**src/verilog/lru_pkg.sv**
```systemverilog
package lru_pkg;

    // cache geometry, a 4-way set associative array with 8 sets
    localparam int NUM_WAYS = 4;
    localparam int NUM_SETS = 8;

    localparam int WAY_W = $clog2(NUM_WAYS); // bits needed to name one way
    localparam int SET_W = $clog2(NUM_SETS); // bits needed to name one set
    localparam int CTR_W = 2;                // one age counter per way

    typedef logic [WAY_W-1:0] way_t;
    typedef logic [SET_W-1:0] set_t;
    typedef logic [CTR_W-1:0] ctr_t;

    // one row holds the ages of all ways of a set, way 0 sits in the low bits
    typedef ctr_t [NUM_WAYS-1:0] ctr_row_t;

    // the age a way receives when it is touched, the highest counter value
    localparam ctr_t CTR_MRU = ctr_t'(3);

    // the starting order after reset makes way 3 the first victim
    localparam ctr_row_t CTR_RESET_ROW = {
        ctr_t'(0), // way 3
        ctr_t'(1), // way 2
        ctr_t'(2), // way 1
        ctr_t'(3)  // way 0
    };

    // controller steps, one request walks through them in this order
    typedef enum logic [2:0] {
        WAIT,  // idle, ready for a request
        READ,  // counter row is fetched from the memory
        CALC,  // new ages and the chosen way are computed
        WRITE, // updated row goes back into the memory
        DONE   // response is offered until the sink takes it
    } lru_state_t;

endpackage

```
**src/verilog/lru_step_if.sv**
```systemverilog
`timescale 1ns/1ps

interface lru_step_if;

    // captured request, held by the controller for the whole sequence
    lru_pkg::set_t set_idx;
    logic          hit;
    lru_pkg::way_t hit_way;

    logic rd_en;   // fetch the addressed row
    logic calc_en; // latch the updated row and way
    logic wr_en;   // store the updated row

    lru_pkg::ctr_row_t cur_row; // row as it was before this request
    lru_pkg::ctr_row_t new_row; // row after the age update

    // the controller steers, the memory and the update block follow
    modport ctrl (
        output set_idx, hit, hit_way, rd_en, calc_en, wr_en
    );

    modport mem (
        input  set_idx, rd_en, wr_en, new_row,
        output cur_row
    );

    modport upd (
        input  hit, hit_way, calc_en, cur_row,
        output new_row
    );

endinterface

```
**src/verilog/lru_counter_mem.sv**
```systemverilog
`timescale 1ns/1ps

module lru_counter_mem (
    input  logic     clk,
    input  logic     reset,
    lru_step_if.mem  step
);

    // one row of age counters per set
    lru_pkg::ctr_row_t rows [lru_pkg::NUM_SETS];

    lru_pkg::ctr_row_t rd_q; // row fetched by the last read step

    // reset puts every set back to the same starting order
    always_ff @(posedge clk)
    begin
        if (reset)
        begin
            for (int s = 0; s < lru_pkg::NUM_SETS; s++)
            begin
                rows[s] <= lru_pkg::CTR_RESET_ROW;
            end
        end
        else if (step.wr_en)
        begin
            rows[step.set_idx] <= step.new_row; // write-back of the updated ages
        end
    end

    // the read is registered, so the row appears one edge after rd_en
    // and holds through the calculate step
    always_ff @(posedge clk)
    begin
        if (step.rd_en)
        begin
            rd_q <= rows[step.set_idx];
        end
    end

    assign step.cur_row = rd_q;

endmodule

```
**src/verilog/lru_ctrl.sv**
```systemverilog
`timescale 1ns/1ps

module lru_ctrl (
    input  logic              clk,
    input  logic              reset,
    input  logic              val_i,
    input  lru_pkg::set_t     set_index_i,
    input  logic              h_m_i,
    input  lru_pkg::way_t     cache_hit_index_i,
    input  logic              rdy_i,
    output logic              rdy_o,
    output logic              val_o,
    lru_step_if.ctrl          step
);

    lru_pkg::lru_state_t state_q;
    lru_pkg::lru_state_t state_d;

    logic req_go;  // request handshake completes on this edge
    logic resp_go; // response handshake completes on this edge

    // request fields, kept stable while the steps run
    lru_pkg::set_t set_q;
    logic          hit_q;
    lru_pkg::way_t hit_way_q;

    assign req_go  = val_i && rdy_o;
    assign resp_go = val_o && rdy_i;

    // each step takes exactly one cycle, only WAIT and DONE hold for a handshake
    always_comb
    begin
        state_d = state_q;
        case (state_q)
            lru_pkg::WAIT:
            begin
                if (req_go)
                begin
                    state_d = lru_pkg::READ;
                end
            end
            lru_pkg::READ:  state_d = lru_pkg::CALC;
            lru_pkg::CALC:  state_d = lru_pkg::WRITE;
            lru_pkg::WRITE: state_d = lru_pkg::DONE;
            lru_pkg::DONE:
            begin
                if (resp_go)
                begin
                    state_d = lru_pkg::WAIT; // sink took the answer, open for the next one
                end
            end
            default: state_d = lru_pkg::WAIT;
        endcase
    end

    always_ff @(posedge clk)
    begin
        if (reset)
        begin
            state_q <= lru_pkg::WAIT;
        end
        else
        begin
            state_q <= state_d;
        end
    end

    // sampled only on acceptance, so the fields may change freely afterwards
    always_ff @(posedge clk)
    begin
        if (req_go)
        begin
            set_q     <= set_index_i;
            hit_q     <= h_m_i;
            hit_way_q <= cache_hit_index_i;
        end
    end

    assign step.set_idx = set_q;
    assign step.hit     = hit_q;
    assign step.hit_way = hit_way_q;

    //  state   rdy_o val_o rd_en calc_en wr_en
    //  WAIT      1     0     0      0      0
    //  READ      0     0     1      0      0
    //  CALC      0     0     0      1      0
    //  WRITE     0     0     0      0      1
    //  DONE      0     1     0      0      0
    always_comb
    begin
        rdy_o        = 1'b0;
        val_o        = 1'b0;
        step.rd_en   = 1'b0;
        step.calc_en = 1'b0;
        step.wr_en   = 1'b0;
        case (state_q)
            lru_pkg::WAIT:  rdy_o        = 1'b1;
            lru_pkg::READ:  step.rd_en   = 1'b1;
            lru_pkg::CALC:  step.calc_en = 1'b1;
            lru_pkg::WRITE: step.wr_en   = 1'b1;
            lru_pkg::DONE:  val_o        = 1'b1;
            default:        rdy_o        = 1'b0; // unused encodings stay silent
        endcase
    end

endmodule

```
**src/verilog/lru_unit.sv**
```systemverilog
`timescale 1ns/1ps

module lru_unit (
    input  logic               clk,
    input  logic               reset,
    input  logic               val_i,
    input  lru_pkg::set_t      set_index_i,
    input  logic               h_m_i,
    input  lru_pkg::way_t      cache_hit_index_i,
    input  logic               rdy_i,
    output logic               rdy_o,
    output logic               val_o,
    output lru_pkg::way_t      wayindex_o,
    output lru_pkg::ctr_row_t  counters_o
);

    // carries the captured request, the step strobes and both rows
    lru_step_if step_bus ();

    // sequences one request through read, calculate and write
    lru_ctrl ctrl0 (
        .clk               (clk),
        .reset             (reset),
        .val_i             (val_i),
        .set_index_i       (set_index_i),
        .h_m_i             (h_m_i),
        .cache_hit_index_i (cache_hit_index_i),
        .rdy_i             (rdy_i),
        .rdy_o             (rdy_o),
        .val_o             (val_o),
        .step              (step_bus.ctrl)
    );

    // age counters for every set
    lru_counter_mem mem0 (
        .clk   (clk),
        .reset (reset),
        .step  (step_bus.mem)
    );

    // the response comes straight from the update block's result register
    lru_update upd0 (
        .clk        (clk),
        .reset      (reset),
        .step       (step_bus.upd),
        .wayindex_o (wayindex_o),
        .counters_o (counters_o)
    );

endmodule

```
**src/verilog/lru_update.sv**
```systemverilog
`timescale 1ns/1ps

module lru_update (
    input  logic               clk,
    input  logic               reset,
    lru_step_if.upd            step,
    output lru_pkg::way_t      wayindex_o,
    output lru_pkg::ctr_row_t  counters_o
);

    lru_pkg::ctr_t hit_age; // age of the way that was hit

    // per-way choice, MRU wins over decrement, neither means keep
    logic [lru_pkg::NUM_WAYS-1:0] sel_mru;
    logic [lru_pkg::NUM_WAYS-1:0] sel_dec;

    lru_pkg::ctr_row_t upd_row; // ages after this request
    lru_pkg::way_t     upd_way; // the way that became most recent

    lru_pkg::ctr_row_t row_q;
    lru_pkg::way_t     way_q;

    assign hit_age = step.cur_row[step.hit_way];

    always_comb
    begin
        for (int i = 0; i < lru_pkg::NUM_WAYS; i++)
        begin
            if (step.hit)
            begin
                // only ways younger than the hit way move down one place
                sel_mru[i] = (lru_pkg::way_t'(i) == step.hit_way);
                sel_dec[i] = step.cur_row[i] > hit_age;
            end
            else
            begin
                // on a miss the oldest way is replaced and all others age
                sel_mru[i] = (step.cur_row[i] == '0);
                sel_dec[i] = !sel_mru[i];
            end
        end
    end

    always_comb
    begin
        upd_row = step.cur_row; // ways with no selection keep their age
        upd_way = '0;
        for (int i = 0; i < lru_pkg::NUM_WAYS; i++)
        begin
            if (sel_mru[i])
            begin
                upd_row[i] = lru_pkg::CTR_MRU;
                upd_way    = lru_pkg::way_t'(i); // one-hot select turned into an index
            end
            else if (sel_dec[i])
            begin
                upd_row[i] = step.cur_row[i] - 1'b1;
            end
        end
    end

    // the result is held from the calculate step until the next request
    always_ff @(posedge clk)
    begin
        if (reset)
        begin
            row_q <= '0;
            way_q <= '0;
        end
        else if (step.calc_en)
        begin
            row_q <= upd_row;
            way_q <= upd_way;
        end
    end

    assign step.new_row = row_q; // same value is written back and returned
    assign counters_o   = row_q;
    assign wayindex_o   = way_q;

endmodule
```
**config.mk**
```make
export PLATFORM = sky130hd
export DESIGN_NAME = lru_unit
export DESIGN_NICKNAME = d
export VERILOG_FILES = /design/src/verilog/lru_pkg.sv /design/src/verilog/lru_step_if.sv /design/src/verilog/lru_counter_mem.sv /design/src/verilog/lru_ctrl.sv /design/src/verilog/lru_unit.sv /design/src/verilog/lru_update.sv
export SDC_FILE = /design/constraint.sdc
export NUM_CORES = 1
export LEC_CHECK = 0
export BUFFER_PORTS_ARGS = -buffer_cell sky130_fd_sc_hd__buf_2
export CAP_MARGIN = 20
export CORE_MARGIN = 2
export CORE_UTILIZATION = 25
export CTS_BUF_LIST = sky130_fd_sc_hd__clkbuf_8
export DETAILED_ROUTE_END_ITERATION = 8
export PLACE_DENSITY_LB_ADDON = 0.3
export SETUP_SLACK_MARGIN = 0.15
export SYNTH_ARGS = -nofsm -noshare
export SYNTH_HDL_FRONTEND = slang
export SYNTH_HIERARCHICAL = 1
export SYNTH_SLANG_ARGS = --single-unit
```
**constraint.sdc**
```tcl
create_clock -name clk -period 2.9 [get_ports clk]
set_input_delay 0.58 -clock clk [delete_from_list [all_inputs] [get_ports clk]]
set_output_delay 0.58 -clock clk [all_outputs]
set_load 0.005 [all_outputs]
```
==> results.ini <==
[routing]
vias = 2716
finalWirelength_um = 10200
wl_per_cell_um = 16.8
routed_via_density = 4.48
drt_iter0_drc = 179
postRouteAntennaNets = 0
drt-pass1-iter-count = 4
drc = 0

[logic_synthesis]
synthCells = 349
synth.area.top_cells = edfxtp_1 50%, mux4_2 6.7%, dfxtp_1 5.6%
syn_nets = 371
synth.most_common_cell = edfxtp_1
synth_edf_count = 78
ys_seq_elements = 91
synth-async-reset-ratio_pct = 0
synth_seq_area_share_pct = 55.6
synth.largest_area_cell = edfxtp_1
ys_types = 62
syn-cell-area_um2 = 4680
synthFlopType = edfxtp_1
syn_avg_cell_area_um2 = 13.4
netlist.area_leader.share_pct = 50.0
ys_warn_count = 6
synthTopCellsByCount = 78 x edfxtp_1, 33 x and2_1, 22 x or3_1, 19 x nor2_1, 18 x inv_1

[pwr]
seqPwrFrac_pct = 56.7
p_sw_share_pct = 27.0
p_clk_share_pct = 31.5
cellPowerDensity_nw_per_um2 = 540
finalPower_uw = 2780
switchingPower_uw = 751
leakage_uw = 0.00173
pwr-share-comb_pct = 11.8
internal-power_uw = 2030
max-vdd-ir-drop_v = 0.000228

[timing]
finalCritPeriodShare_pct = 82.5
fin_crit_ps = 2390
finClkSkew_ps = 14.9
fin_setup_tns_ps = 0
finalSetupViolations = 0
worstMarginPinSlew_ps = 714
finalMaxSlewViolations = 0
max_freq_mhz = 418
layout_setup_ws_ps = 507
rsz0062_at_grt = no
hold_viol_final = 0
max_slew_margin_pct = 52.4

[placement]
gp_congestion = 0.801
pre_cts_slack_ps = 511
dpl.hpwl_um = 7420
numPortBuffers = 21

[clock_network]
cts_setup_buffers = 0
cts_num_sinks = 91
clk_latency_ps = 360
cts_made_buffers = 9
clk_pin_slew_worst_paths_ps = 90
cts_tree = done
htreeDepth = 3
cts_resized = 0
cts_hold_buf = 0
root_buffer = clkbuf_8
clk_path_buf_depth = 2

[worst_hold_path]
hold_path_class = in -> reg
min-delay-start = set_index_i[0]
min_delay_worst_endpoint = ctrl0/step.set_idx[0]
holdPathStages = 1

[die]
core_area_um2 = 18500
die_x_um = 141
die_y_um = 141
num_rows = 50
dieArea_um2 = 19800
initial_core_util_pct = 25.3
ios = 22

[critical_path]
cp.required_ps = 2950
r2r_setup_slack_ps = 510
reg2reg_to = mem0/rows[0][7]
critPathCaptureType = flop
cp.arrival_ps = 2440
r2r-start = ctrl0/state_q[0]
critPathKind = reg -> reg
worstPathMaxFanout = 16
startpoint_type = flop
reg2reg_depth = 4

[cells_and_area]
syn2layout_area_growth_pct = 9.89
layout.nets = 388
drive_gt1_share_pct = 25.3

[global_routing]
use_met3_pct = 2.55
top_usage_layer = met2
first_global_vias = 2752
grt_usage_pct = 10.7
grt_max_degree = 18
met1_usage_pct = 14.7
grt_first_pass_wirelength_um = 16000
grt_util_met2_pct = 17.2
overflow = 0
antenna_found_initial = 0

[run_status]
outcome = complete, no violations

[run]
cap_viol_max_count = 0

==> power groups by stage <==
stage | combinational (uW) | clock (uW) | sequential [uW]
after floorplan | 300 | 0 | 1530
after global placement | 322 | 0 | 1610
after detailed placement | 328 | 0 | 1600
after CTS | 330 | 902 | 1580
after global routing | 362 | 946 | 1590
final | 328 | 875 | 1570
==> critical path: stages (launching register included) <==
cell and delay, ps:
dfxtp_1 490, and3b_1 300, or3b_1 600, nor3_4 390, or2_2 310
==> metal layers <==
metal | routed length, um | part of all wire, %
met5 | 0 | 0
met2 | 4850 | 48
met1 | 4760 | 47
met3 | 507 | 5.0
met4 | 55 | 0.54
==> worst max-delay path by stage <==
| stage | endpoint | cells past startpoint | start | slack (ps) |
|---|---|---|---|---|
| 2_1_floorplan | upd0/counters_o[7] | 8 | ctrl0/step.hit_way[0] | 850 |
| 3_3_place_gp | mem0/rows[0][7] | 4 | reset | 520 |
| 3_5_place_dp | mem0/rows[0][6] | 4 | reset | 510 |
| 4_1_cts | mem0/rows[0][7] | 4 | ctrl0/state_q[0] | 500 |
| 5_1_grt | upd0/counters_o[6] | 7 | ctrl0/step.hit_way[0] | 340 |
| 6_report | mem0/rows[0][7] | 4 | ctrl0/state_q[0] | 510 |
==> layout by cell type, fill, tap and decap left out, types with 6 or more instances in the layout <==
cell	netlist	final
edfxtp_1	78	78
and2_1	33	33
or3_1	22	22
buf_2	3	21
inv_1	18	19
nor2_1	19	19
nand2b_1	17	17
mux4_2	14	14
dfxtp_1	13	13
ha_1	12	12
clkbuf_8	0	9
nand2_1	9	9
buf_4	10	9
or2_2	8	8
nor4_1	6	6
o21bai_1	6	6
==> flip-flops by register name (all words and copies together) (netlist names) <==
| name | flops |
|---|---|
| mem0/rows | 64 |
| mem0/step.cur_row | 8 |
| upd0/counters_o | 8 |
| ctrl0/state_q | 3 |
| ctrl0/step.set_idx | 3 |
| ctrl0/step.hit_way | 2 |
| upd0/wayindex_o | 2 |
| ctrl0/step.hit | 1 |
==> metrics by stage <==
step / hold WS, ps / cells / utilization, % / area, um2
3_5_place_dp: 470 / 589 / 26.7 / 4940
2_1_floorplan: 463 / 349 / - / 4680
4_1_cts: 371 / 605 / 27.8 / 5140
3_3_place_gp: 468 / 589 / 26.7 / 4940
6_report: 399 / 606 / 27.8 / 5140
5_1_grt: 366 / 605 / 27.8 / 5140
==> final cells by class <==
type                            count  area (um2)
Fill cell                        1916       13400
Sequential cell                    91        2600
Multi-Input combinational cell    215        1800
Tap cell                          234         293
Timing Repair Buffer               30         173
Clock buffer                        9         124
Clock inverter                      7        77.6
Inverter                           19        76.3
Antenna cell                        1        2.50
==> cells by family (layout without fill, tap and decap cells) <==
logic type	after synthesis	in the layout	synth area share [%]
mux	23	23	9.11
compound gates	32	32	5.91
xor+xnor	1	1	0.187
other cells	0	1	0
simple gates	147	147	19.9
flops	91	91	55.6
fa+ha+maj	12	12	3.21
buf+inv	43	65	6.15
Note: power is estimated with default switching activity, not from simulation.
